--- config.mk ---
export PLATFORM = sky130hd
export DESIGN_NAME = sd_top
export DESIGN_NICKNAME = d
export VERILOG_FILES = /design/src/sd_pkg.sv /design/src/sd_gates.sv /design/src/sd_phase_gen.sv /design/src/sd_sampler_2.sv /design/src/sd_word_collector.sv /design/src/sd_top.sv
export VERILOG_INCLUDE_DIRS = /design/src
export SDC_FILE = /design/constraint.sdc
export NUM_CORES = 1
export LEC_CHECK = 0
export BUFFER_PORTS_ARGS = -buffer_cell sky130_fd_sc_hd__buf_2
export CAP_MARGIN = 15
export CORE_MARGIN = 4
export CORE_UTILIZATION = 53
export DETAILED_ROUTE_END_ITERATION = 10
export GPL_TIMING_DRIVEN = 0
export PLACE_DENSITY_LB_ADDON = 0.05
export SLEW_MARGIN = 20
export SYNTH_ARGS = -nofsm -noshare
export SYNTH_HDL_FRONTEND = slang
export SYNTH_SLANG_ARGS = --single-unit
--- constraint.sdc ---
create_clock -name sim_clk -period 3.4 [get_ports sim_clk]
set_clock_uncertainty 0.1 [all_clocks]
set_input_delay 0.68 -clock sim_clk [delete_from_list [all_inputs] [get_ports sim_clk]]
set_output_delay 0.68 -clock sim_clk [all_outputs]
set_load 0.1 [all_outputs]
--- src/sd_cfg.svh ---
`ifndef SD_CFG_SVH
`define SD_CFG_SVH

// Number of z2 samples gathered into one word by the collector.
// The oldest sample ends up in the most significant bit
`define SD_WORD_BITS 16

// Clocks in one timing frame, one per phase strobe.
// The phase order is v1, w2, x1, y7, z2
`define SD_FRAME_PHASES 5

// The sampler takes one sample per frame, so the word period in clocks
// is the product of the two values above

`endif

--- src/sd_pkg.sv ---
`include "sd_cfg.svh"

package sd_pkg;

    // One-hot timing phase strobes, exactly one bit high per clock
    typedef struct packed {
        logic v1;
        logic w2;
        logic x1;
        logic y7;
        logic z2;
    } sd_phase_t;

    // Discrete inputs that feed the ml1_2 sampling network
    typedef struct packed {
        logic c4rdn;
        logic cr1;
        logic cr2;
        logic crcav;
        logic diad;
        logic din11;
        logic din12;
        logic g1dvn;
        logic g7dvn;
        logic gc1;
        logic gc2;
        logic icsd;
        logic icsdn;
        logic mlav;
        logic paav;
        logic pbg2v;
        logic pcg2v;
        logic resmv;
        logic ssa;
        logic ssfb2;
        logic ssfb3;
    } sd_discretes_t;

    // One collected word, oldest sample in the MSB
    typedef logic [`SD_WORD_BITS-1:0] sd_word_t;

endpackage

--- src/sd_gates.sv ---
`timescale 1ns/1ps

// Discrete input buffer with one clock of delay, output is the inverted input
module dia (
    output logic y,
    input  logic a,
    input  logic sim_clk,
    input  logic rst
);

    always_ff @(posedge sim_clk) begin
        if (rst) begin
            y <= 1'b1;
        end else begin
            y <= ~a;
        end
    end

endmodule

// Inverter cell, combinational when delay is 0 and registered otherwise
module inv #(
    parameter int delay = 1
) (
    output logic y,
    input  logic a,
    input  logic sim_clk,
    input  logic rst
);

    generate
        if (delay == 0) begin : g_comb
            assign y = ~a;
        end else begin : g_reg
            always_ff @(posedge sim_clk) begin
                if (rst) begin
                    y <= 1'b1;
                end else begin
                    y <= ~a;
                end
            end
        end
    endgenerate

endmodule

--- src/sd_phase_gen.sv ---
`timescale 1ns/1ps
`include "sd_cfg.svh"

module sd_phase_gen (
    input  logic              sim_clk,
    input  logic              rst,
    output sd_pkg::sd_phase_t phase
);

    localparam int PHASES = `SD_FRAME_PHASES;
    localparam int CNT_W  = $clog2(PHASES);

    // Position in the current frame, 0 is v1
    logic [CNT_W-1:0] count_q;
    logic             frame_end;

    assign frame_end = (count_q == CNT_W'(PHASES - 1));

    always_ff @(posedge sim_clk) begin
        if (rst) begin
            count_q <= '0;
        end else if (frame_end) begin
            count_q <= '0;
        end else begin
            count_q <= count_q + 1'b1;
        end
    end

    // The count is held at zero through reset, so v1 is already showing
    // in the first clock after release
    always_comb begin
        phase = '0;
        case (count_q)
            CNT_W'(0): begin
                phase.v1 = 1'b1;
            end
            CNT_W'(1): begin
                phase.w2 = 1'b1;
            end
            CNT_W'(2): begin
                phase.x1 = 1'b1;
            end
            CNT_W'(3): begin
                phase.y7 = 1'b1;
            end
            CNT_W'(4): begin
                phase.z2 = 1'b1;
            end
            default: begin
                phase.v1 = 1'b1;
            end
        endcase
    end

endmodule

--- src/sd_sampler_2.sv ---
`timescale 1ns/1ps

module sd_sampler_2 (
    input  logic                  sim_clk,
    input  logic                  rst,
    input  sd_pkg::sd_phase_t     phase,
    input  sd_pkg::sd_discretes_t discretes,
    output logic                  ml1_2
);

    // Registered inverses of the buffered discretes
    logic cr1n;
    logic cr2n;
    logic gc1n;
    logic gc2n;
    logic din11n;
    logic din12n;
    logic ssfb2n;
    logic ssfb3n;

    logic ml1_2n;

    // Gated set products, one per phase condition
    logic set_y7_cr1;
    logic set_y7_c4;
    logic set_x1_cr2;
    logic set_z2_gc1;
    logic set_z2_ssfb;
    logic set_w2_gc2;
    logic set_z2_din;
    logic set_w2_din;
    logic set_x1_ssfb;
    logic set_v1_hold;
    logic set_term;

    logic hold_term;

    dia u_dia_cr1   (.y(cr1n),   .a(discretes.cr1),   .sim_clk(sim_clk), .rst(rst));
    dia u_dia_cr2   (.y(cr2n),   .a(discretes.cr2),   .sim_clk(sim_clk), .rst(rst));
    dia u_dia_gc1   (.y(gc1n),   .a(discretes.gc1),   .sim_clk(sim_clk), .rst(rst));
    dia u_dia_gc2   (.y(gc2n),   .a(discretes.gc2),   .sim_clk(sim_clk), .rst(rst));
    dia u_dia_din11 (.y(din11n), .a(discretes.din11), .sim_clk(sim_clk), .rst(rst));
    dia u_dia_din12 (.y(din12n), .a(discretes.din12), .sim_clk(sim_clk), .rst(rst));
    dia u_dia_ssfb2 (.y(ssfb2n), .a(discretes.ssfb2), .sim_clk(sim_clk), .rst(rst));
    dia u_dia_ssfb3 (.y(ssfb3n), .a(discretes.ssfb3), .sim_clk(sim_clk), .rst(rst));

    assign set_y7_cr1 = phase.y7 & ~cr1n & discretes.icsd
                      & discretes.pbg2v & discretes.crcav;

    assign set_y7_c4 = phase.y7 & ~discretes.c4rdn & discretes.paav
                     & discretes.g1dvn & discretes.g7dvn;

    assign set_x1_cr2 = phase.x1 & ~cr2n & discretes.icsd
                      & discretes.pcg2v & discretes.crcav;

    assign set_z2_gc1 = phase.z2 & ~gc1n & discretes.icsdn
                      & discretes.crcav & discretes.pbg2v;

    assign set_z2_ssfb = phase.z2 & ssfb2n & discretes.ssa & discretes.pbg2v;

    assign set_w2_gc2 = phase.w2 & ~gc2n & discretes.crcav
                      & discretes.pcg2v & discretes.icsdn;

    assign set_z2_din = phase.z2 & din11n & discretes.pbg2v & discretes.diad;

    assign set_w2_din = phase.w2 & din12n & discretes.pcg2v & discretes.diad;

    assign set_x1_ssfb = phase.x1 & discretes.pcg2v & ssfb3n & discretes.ssa;

    // Feedback from the registered complement keeps the line set at v1
    assign set_v1_hold = phase.v1 & ml1_2n;

    assign set_term = set_y7_cr1 | set_y7_c4 | set_x1_cr2 | set_z2_gc1
                    | set_z2_ssfb | set_w2_gc2 | set_z2_din | set_w2_din
                    | set_x1_ssfb | set_v1_hold;

    // z2 with resmv and mlav together releases the hold
    assign hold_term = (phase.v1 & ml1_2)
                     | (phase.z2 & discretes.resmv & discretes.mlav);

    inv #(.delay(0)) u_inv_ml1_2 (
        .y       (ml1_2),
        .a       (set_term),
        .sim_clk (sim_clk),
        .rst     (rst)
    );

    inv #(.delay(1)) u_inv_ml1_2n (
        .y       (ml1_2n),
        .a       (hold_term),
        .sim_clk (sim_clk),
        .rst     (rst)
    );

endmodule

--- src/sd_word_collector.sv ---
`timescale 1ns/1ps
`include "sd_cfg.svh"

module sd_word_collector (
    input  logic              sim_clk,
    input  logic              rst,
    input  sd_pkg::sd_phase_t phase,
    input  logic              ml1_2,
    output sd_pkg::sd_word_t  word,
    output logic              word_valid
);

    import sd_pkg::*;

    localparam int WORD_BITS = `SD_WORD_BITS;
    localparam int CNT_W     = $clog2(WORD_BITS + 1);

    sd_word_t         shift_q;
    logic [CNT_W-1:0] count_q;
    logic             last_sample;

    // The z2 sample that fills the word
    assign last_sample = phase.z2 && (count_q == CNT_W'(WORD_BITS - 1));

    // New samples enter at the LSB so the oldest one drifts to the MSB
    always_ff @(posedge sim_clk) begin
        if (phase.z2) begin
            shift_q <= (shift_q << 1) | sd_word_t'(ml1_2);
        end
    end

    always_ff @(posedge sim_clk) begin
        if (rst) begin
            count_q <= '0;
        end else if (last_sample) begin
            count_q <= '0;
        end else if (phase.z2) begin
            count_q <= count_q + 1'b1;
        end
    end

    // Strobe lands in the clock after the last z2, when the word is complete.
    // No shift happens in that clock since it is always a v1 cycle
    always_ff @(posedge sim_clk) begin
        if (rst) begin
            word_valid <= 1'b0;
        end else begin
            word_valid <= last_sample;
        end
    end

    assign word = shift_q;

endmodule

--- src/sd_top.sv ---
`timescale 1ns/1ps

module sd_top (
    input  logic                  sim_clk,
    input  logic                  rst,
    input  sd_pkg::sd_discretes_t discretes,
    output sd_pkg::sd_word_t      word,
    output logic                  word_valid
);

    import sd_pkg::*;

    sd_phase_t phase;
    logic      ml1_2;

    sd_phase_gen u_phase_gen (
        .sim_clk (sim_clk),
        .rst     (rst),
        .phase   (phase)
    );

    sd_sampler_2 u_sampler (
        .sim_clk   (sim_clk),
        .rst       (rst),
        .phase     (phase),
        .discretes (discretes),
        .ml1_2     (ml1_2)
    );

    // One sample of ml1_2 per frame, taken at z2
    sd_word_collector u_collector (
        .sim_clk    (sim_clk),
        .rst        (rst),
        .phase      (phase),
        .ml1_2      (ml1_2),
        .word       (word),
        .word_valid (word_valid)
    );

endmodule

# Yosys cells after proc, flatten, opt, wreduce, memory -nomap -nowiden
# Cells that the tools add are included.
[word_totals]
reg_bits = 34
in_bits = 23
output_inout_bits = 17
wordCells = 91
[classes]
n_addsub = 2
eq_ne = 5
n_mux = 5
bitwise = 62
reduce_logical = 4
[op_table]
columns = ["cell", "count"]
rows = [
  ["1-bit bitwise AND", 36],
  ["16-bit by 1-bit bitwise OR with 16-bit output", 1],
  ["1-bit NOT", 15],
  ["1-bit bitwise OR", 10],
  ["3-bit by 2-bit == test with 1-bit output (second input constant)", 2],
  ["5-bit by 1-bit adder with 5-bit output (second input constant)", 1],
  ["5-bit by 4-bit == test with 1-bit output (second input constant)", 1],
  ["1-bit 2-to-1 mux", 5],
  ["2-bit OR reduction", 2],
  ["4-bit OR reduction", 1],
  ["3-bit by 1-bit adder with 3-bit output (second input constant)", 1],
  ["3-bit by 1-bit == test with 1-bit output (second input constant)", 1],
  ["3-bit == test (second input constant)", 1],
  ["1-bit logical AND", 1],
]

# Longest topological paths before layout
# Gate-level depths: netlist of the first run.
[depth]
word_depth = 19
ltp_mapped = 7
mapped_depth_nobuf = 7

# By module
# Synthesis of the first run repeated with hierarchy kept, for this count alone.
[hier_totals]
cells_unflattened = 105
hier_area_um2 = 1333.8
[modules_own_cells]
columns = ["module", "instances", "cells_each", "area_per_inst_um2", "seq_area_each_um2"]
rows = [
  ["sd_word_collector", 1, 47, 767.0, 600.6],
  ["dia", 8, 2, 26.3, 20.0],
  ["sd_phase_gen", 1, 22, 205.2, 60.1],
  ["sd_sampler_2", 1, 17, 121.4, 0.0],
  ["inv at u_sampler.u_inv_ml1_2n", 1, 2, 26.3, 20.0],
  ["inv at u_sampler.u_inv_ml1_2", 1, 1, 3.8, 0.0],
]

# Worst setup path before layout of the first run
# OpenSTA, ideal clock, no wires.
[synth_path]
kind = "reg-to-output"
start = "reg u_collector.shift_q[0], in the netlist u_collector.word[0]"
end = "out word[0]"
arrival_time_ns = 0.915
required_ns = 2.620
path_slack_ns = 1.705
path_stages_with_launch = 1
n_path_buf = 0
path_cell_list = "edfxtp_1"
[synth_rtl]
columns = ["item", "line_no", "text"]
rows = [
  ["start: declaration", "sd_word_collector.sv:18", "sd_word_t shift_q;"],
  ["start signal: assignment", "sd_word_collector.sv:28", "shift_q <= (shift_q << 1) | sd_word_t'(ml1_2);"],
  ["end: declaration", "sd_top.sv:7", "output sd_pkg::sd_word_t word,"],
]
# No word-level cell between the ends.

# Final worst setup path of the first run
[layout_path]
start = "reg u_collector.shift_q[9], in the netlist u_collector.word[9]"
end = "out word[9]"
# No word-level cell between the ends.

==> results.yml, run 1 <==
clocking:
  postCtsHoldBufs: 0
  path_clk_slew_ps: 90
  htree_levels: 2
  worst_skew_pair.late_latency_ps: 320
  cts_resized: 0
  cts_tree: "built"
  numCtsBuffers: 5
  cts-root-buf: "clkbuf_4"
  cts_setup_buffers: 0
  cts.path.max_buffers: 2
  clock_sinks: 34
sta:
  min_period_ps: 1910
  hold_violations: 0
  tightest_slew_ps: 492
  grt_setup_unrepaired: "no"
  setup_viol: 0
  fin_crit_sh_pct: 56.1
  drv_slew: 0
  setup_ws_ps: 1490
  slew-limit-headroom_pct: 67.4
  fmax_mhz: 524
  setup-tns-final_ps: 0
global_route:
  grt_pass1_wl_um: 3780
  track_usage_pct: 15.5
  grt_pass1_vias: 882
  grt_start_max_net_pins: 25
  antenna_found_initial: 0
  overflow: 0
synthesis:
  synthDistinctLibCells: 30
  ys_seq_area_share_pct: 64.4
  synth_seq_cells: 34
  synth.avg_cell_area_um2: 12.7
  ys_warn_count: 0
  synth_top_family_by_area: "simple AND/OR/NAND/NOR gates"
  synth_xor_area_share_pct: 0
  synth_compound_area_share_pct: 7.76
  syn_nets: 133
  netlist_area_mm2: 0.00131
  synth_adder_area_share_pct: 6.70
  synth_cells: 103
  synthMuxAreaShare_pct: 0
  synth-simple-area-share_pct: 19.0
hold_path:
  hp-class: "flop to flop"
routing:
  routed_wl_um: 2310
  vias: 927
  drtIter0Drc: 18
  drt_pass1_iterations: 4
  drtAntennaViolNets: 0
  drc: 0
  wl_per_cell_um: 13.1
  viasPerCell: 5.24
place:
  placed_cell_area_mm2: 0.00153
  place_hpwl_um: 1790
  dp_cells: 169
  port-buffer-count: 38
  preCtsSetupSlack_ps: 1600
  place.gp.congestion: 0.743
setup_path:
  setup.worst_path.end_class: "output port"
  crit_chain: "buf_2"
  cp.required_ps: 2620
  crit_type: "flop to output port"
  path_max_fanout: 2
  cp_slowest_stage_delay_ps: 440
  critPathBufInv: 1
  start_kind: "flop"
  crit_path_top_delay_cell: "buf_2"
  crit_family: "buffers and inverters"
  cp.arrival_ps: 1130
final_layout:
  postLayoutCellArea_mm2: 0.00159
  fillers: 177
  drive_above_1_share_pct: 33.6
  antennaDiodeCount: 0
  final_nets: 178
  instances_no_fill: 177
  area_growth_pct: 21.7
floorplan:
  placeableCoreArea_mm2: 0.00228
  initial_utilization_pct: 57.4
  fp.dieArea_mm2: 0.00332
  fp.dieW_um: 57.6
  die_h_um: 57.6
  num_io_pins: 40
  num_rows: 17
pwr:
  p_leak_nw: 0.661
  powerDensity_mw_per_mm2: 494
  vdd_drop_max_mv: 0.334
  power_w: 0.000785
run:
  drv_cap: 0
run_status:
  status: "finished clean"
==> per-layer routing <==
layer / vias to the layer above / GRT usage (%) / part of all wire [%]
met3: 5 / 6.01 / 10
met4: 0 / 8.94 / 2.1
met1: 426 / 16.7 / 39
met5: - / 0 / 0
met2: 35 / 25.6 / 48
li1: 461 / - / -
==> Yosys cell counts <==
library cell,number,area (um^2)
nand2_1,4,15.0
or3_1,1,6.26
inv_4,1,6.26
nand3b_1,3,22.5
a21oi_2,1,8.76
and2b_1,1,7.51
nor2_1,3,11.3
a2bb2oi_1,1,8.76
edfxtp_1,16,480
a32o_1,1,10.0
a21oi_1,5,25.0
nand4_1,4,25.0
nor4b_1,1,8.76
or2b_1,1,7.51
dfxtp_1,18,360
o21bai_1,1,7.51
o21ai_0,4,20.0
nor2b_1,1,6.26
clkbuf_1,2,7.51
nand2b_1,8,50.1
nor3_1,6,30.0
ha_1,7,87.6
nor3b_1,2,15.0
nand2_2,1,6.26
inv_1,4,15.0
o221ai_2,1,15.0
nor4_2,1,12.5
a31oi_1,1,6.26
and3_1,2,12.5
nand2_4,1,11.3
==> worst reg2reg max path, stage by stage (launching register included) <==
cell and delay, ps:
dfxtp_1 400, inv_1 80, ha_1 230, or3_1 390, a21oi_2 170, a32o_1 160, nor4_2 40
==> final timing paths <==
kind,from,end,slack (ps),cells after the start
worst max-delay path,u_collector.word[9],word[9],1490,1
worst min-delay path,u_collector.word[12],u_collector.word[13],350,0
worst max register to register,u_phase_gen.count_q[0],u_collector.word[0],1590,6
worst min register to register,u_collector.word[12],u_collector.word[13],350,0
==> per-stage QoR <==
stage	hold slack, ps	util, %
floorplan	356	-
global placement	327	67.3
detailed placement	330	67.3
CTS	353	69.9
global route	379	69.9
finish	352	69.9
==> state kept, by name, summed over array words and instances, names as in the netlist <==
| name | count |
|---|---|
| u_phase_gen.count_q | 3 |
| u_sampler.u_dia_cr2.y | 1 |
| u_sampler.u_dia_gc2.y | 1 |
| u_collector.count_q | 5 |
| u_sampler.u_inv_ml1_2n.y | 1 |
| u_sampler.u_dia_din12.y | 1 |
| u_collector.word_valid | 1 |
| u_sampler.u_dia_ssfb3.y | 1 |
| u_collector.word | 16 |
| u_sampler.u_dia_cr1.y | 1 |
| u_sampler.u_dia_gc1.y | 1 |
| u_sampler.u_dia_din11.y | 1 |
| u_sampler.u_dia_ssfb2.y | 1 |
==> power by group <==
group          internal [W]  switching (W)  leakage (nW)
clock              0.000102       0.000121        0.0326
combinational     0.0000350      0.0000736         0.336
sequential         0.000445     0.00000878         0.293
==> final cells by class <==
type	count	area, um^2	area share [%]
Multi-Input combinational cell	62	437	27.5
Sequential cell	34	841	52.9
Tap cell	28	35.0	2.20
Inverter	5	21.3	1.34
Buffer	2	7.51	0.472
Clock buffer	8	58.8	3.70
Timing Repair Buffer	38	190	12.0
==> cell families after synthesis <==
| logic type | count (synthesis) |
|---|---|
| buf+inv | 7 |
| flops | 34 |
| fa+ha+maj | 7 |
| simple gates | 40 |
| compound gates | 15 |
==> cell usage in the layout (no fill, tap or decap), drive strengths merged <==
cell type	instances
edfxtp	16
nand2	6
nand2b	8
nor2	3
nand4	4
o21bai	1
a32o	1
nor3b	2
a21oi	6
clkbuf	10
a31oi	1
or2b	1
nor2b	1
and2b	1
inv	5
nor3	6
dfxtp	18
nor4	1
o21ai	4
ha	7
buf	38
and3	2
a2bb2oi	1
nor4b	1
or3	1
nand3b	3
o221ai	1
Note: power is estimated with default switching activity, not from simulation.
==> run 2, diff against run 1 <==
--- a/config.mk
+++ b/config.mk
@@ -9,7 +9,7 @@
 export BUFFER_PORTS_ARGS = -buffer_cell sky130_fd_sc_hd__buf_2
 export CAP_MARGIN = 15
 export CORE_MARGIN = 4
-export CORE_UTILIZATION = 53
+export CORE_UTILIZATION = 49
 export DETAILED_ROUTE_END_ITERATION = 10
 export GPL_TIMING_DRIVEN = 0
 export PLACE_DENSITY_LB_ADDON = 0.05
==> constraint.sdc (replaced) <==
create_clock -name sim_clk -period 1.85 [get_ports sim_clk]
set_clock_uncertainty 0.1 [all_clocks]
set_input_delay 0.37 -clock sim_clk [delete_from_list [all_inputs] [get_ports sim_clk]]
set_output_delay 0.37 -clock sim_clk [all_outputs]
set_load 0.1 [all_outputs]
==> run 2 against run 1 <==
- non-clock buffer count is the same
- routed wire length decreased by 0.30%
- setup slack got worse by 1400 ps
- utilization is 6.1 points lower
- clock power grew 73%
- sequential power is 84% higher
- via count shrank 0.97%
- critical path depth increased by 5
- sequential share of layout area hardly changed
- combinational power increased by 83%
- first-iteration DRC count increased by 5.6%
- worst hold slack worse by 260 ps
- critical endpoint is now u_collector.word[0]
==> results.yml, run 2 (synthesis gave the netlist of run 1 again) <==
run_status:
  status: "finished clean"
pwr:
  seqPwrFrac_pct: 58.8
  p_leak_nw: 0.664
  switchingPower_w: 0.000397
  vdd_drop_max_mv: 0.653
  power_w: 0.00142
  sw_frac_of_total_pct: 27.9
  intPower_w: 0.00102
  powerDensity_mw_per_mm2: 891
  combPwrFrac_pct: 14.1
  power_frac_clock_pct: 27.1
routing:
  drtIter0Drc: 19
  drc: 0
  drt_pass1_iterations: 4
  wl_per_cell_um: 12.9
  routed_wl_um: 2310
  vias: 918
  drtAntennaViolNets: 0
  viasPerCell: 5.13
clocking:
  worst_skew_pair.late_latency_ps: 340
  cts_resized: 0
  cts_setup_buffers: 0
  cts_tree: "built"
  cts-root-buf: "clkbuf_4"
  clock_sinks: 34
  numCtsBuffers: 5
  htree_levels: 2
  postCtsHoldBufs: 0
  cts.path.max_buffers: 2
  path_clk_slew_ps: 100
floorplan:
  fp.dieArea_mm2: 0.00356
  num_io_pins: 40
  num_rows: 18
  fp.dieW_um: 59.6
  placeableCoreArea_mm2: 0.00250
  initial_utilization_pct: 52.3
  die_h_um: 59.6
global_route:
  track_usage_pct: 15.3
  overflow: 0
  grt_start_max_net_pins: 25
  grt_pass1_wl_um: 3910
  grt_pass1_vias: 905
  antenna_found_initial: 0
setup_path:
  crit_path_top_delay_cell: "or3_1"
  path_max_fanout: 4
  critPathBufInv: 1
  start_kind: "flop"
  cp.required_ps: 1840
  setup.worst_path.end_class: "flop"
  crit_type: "flop to flop"
  rrSetupSlack_ps: 110
  crit_chain: "inv_1 > ha_1 > or3_1 > a21oi_2 > a32o_1 > nor4_2"
  cp_slowest_stage_delay_ps: 390
  cp.arrival_ps: 1730
  crit_family: "simple AND/OR/NAND/NOR gates"
place:
  dp_cells: 171
  place.gp.congestion: 0.716
  place_hpwl_um: 1750
  port-buffer-count: 38
  preCtsSetupSlack_ps: 47.4
final_layout:
  final_common_cell: "buf_2"
  area_growth_pct: 22.0
  drive_above_1_share_pct: 34.9
  final_cell_mix: "38 x buf_2, 17 x dfxtp_1, 16 x edfxtp_1"
  fillers: 206
  final_nets: 178
  largest_reg_flops: 16
  instances_no_fill: 179
  antennaDiodeCount: 0
sta:
  tightest_slew_ps: 492
  slew-limit-headroom_pct: 67.4
  drv_slew: 0
  setup_viol: 0
  fin_crit_sh_pct: 93.9
  grt_setup_unrepaired: "no"
  fmax_mhz: 576
  setup-tns-final_ps: 0
  min_period_ps: 1740
  hold_violations: 0
  setup_ws_ps: 113
hold_path:
  hp-class: "input pin to flop"
run:
  drv_cap: 0
run 2: cell count changes in the layout (fill, tap and decap cells not counted):
cell / delta
clkbuf_1: -2
clkbuf_8: -1
clkinv_1: +1
clkinv_2: +1
clkinvlp_4: +1
dfxtp_1: -1
dfxtp_2: +1
nand2_2: -1
nand2_4: +1
run 2: final timing paths:
kind	startpoint	endpoint	cells after the start
hold reg to reg	u_phase_gen.count_q[0]	u_phase_gen.count_q[0]	1
setup / recovery	u_phase_gen.count_q[0]	u_collector.word[0]	6
setup reg to reg	u_phase_gen.count_q[0]	u_collector.word[0]	6
hold / removal	discretes[1]	u_sampler.u_dia_ssfb2.y	2
run 2: area by class of cell:
| cell class | instances | area (um^2) | area share (%) |
|---|---|---|---|
| Sequential cell | 34 | 842 | 52.8 |
| Multi-Input combinational cell | 62 | 442 | 27.7 |
| Timing Repair Buffer | 38 | 190 | 11.9 |
| Clock buffer | 5 | 37.5 | 2.35 |
| Tap cell | 30 | 37.5 | 2.35 |
| Inverter | 5 | 21.3 | 1.33 |
| Clock inverter | 3 | 16.3 | 1.02 |
| Buffer | 2 | 7.51 | 0.471 |
run 2: power by group through the flow:
| stage | sequential [W] | clock, W | combinational (W) |
|---|---|---|---|
| CTS | 0.000834 | 0.000401 | 0.000201 |
| global route | 0.000839 | 0.000426 | 0.000220 |
| global placement | 0.000849 | 0 | 0.000197 |
| floorplan | 0.000918 | 0 | 0.0000796 |
| detailed placement | 0.000851 | 0 | 0.000200 |
| finish | 0.000835 | 0.000385 | 0.000200 |
run 2: metrics by stage:
step | hold slack, ps | util (%) | instance area (um^2)
after floorplan | 343 | - | 1310
after global placement | 327 | 61.4 | 1530
after detailed placement | 337 | 61.4 | 1530
after CTS | 72.5 | 63.5 | 1590
after global routing | 79.6 | 63.8 | 1590
final | 90.2 | 63.8 | 1590
run 2: metal layers:
metal / GRT usage (%) / routed length [um]
met5: 0 / 0
met4: 6.65 / 37
met3: 6.32 / 222
met2: 23.6 / 1040
met1: 18.8 / 1010
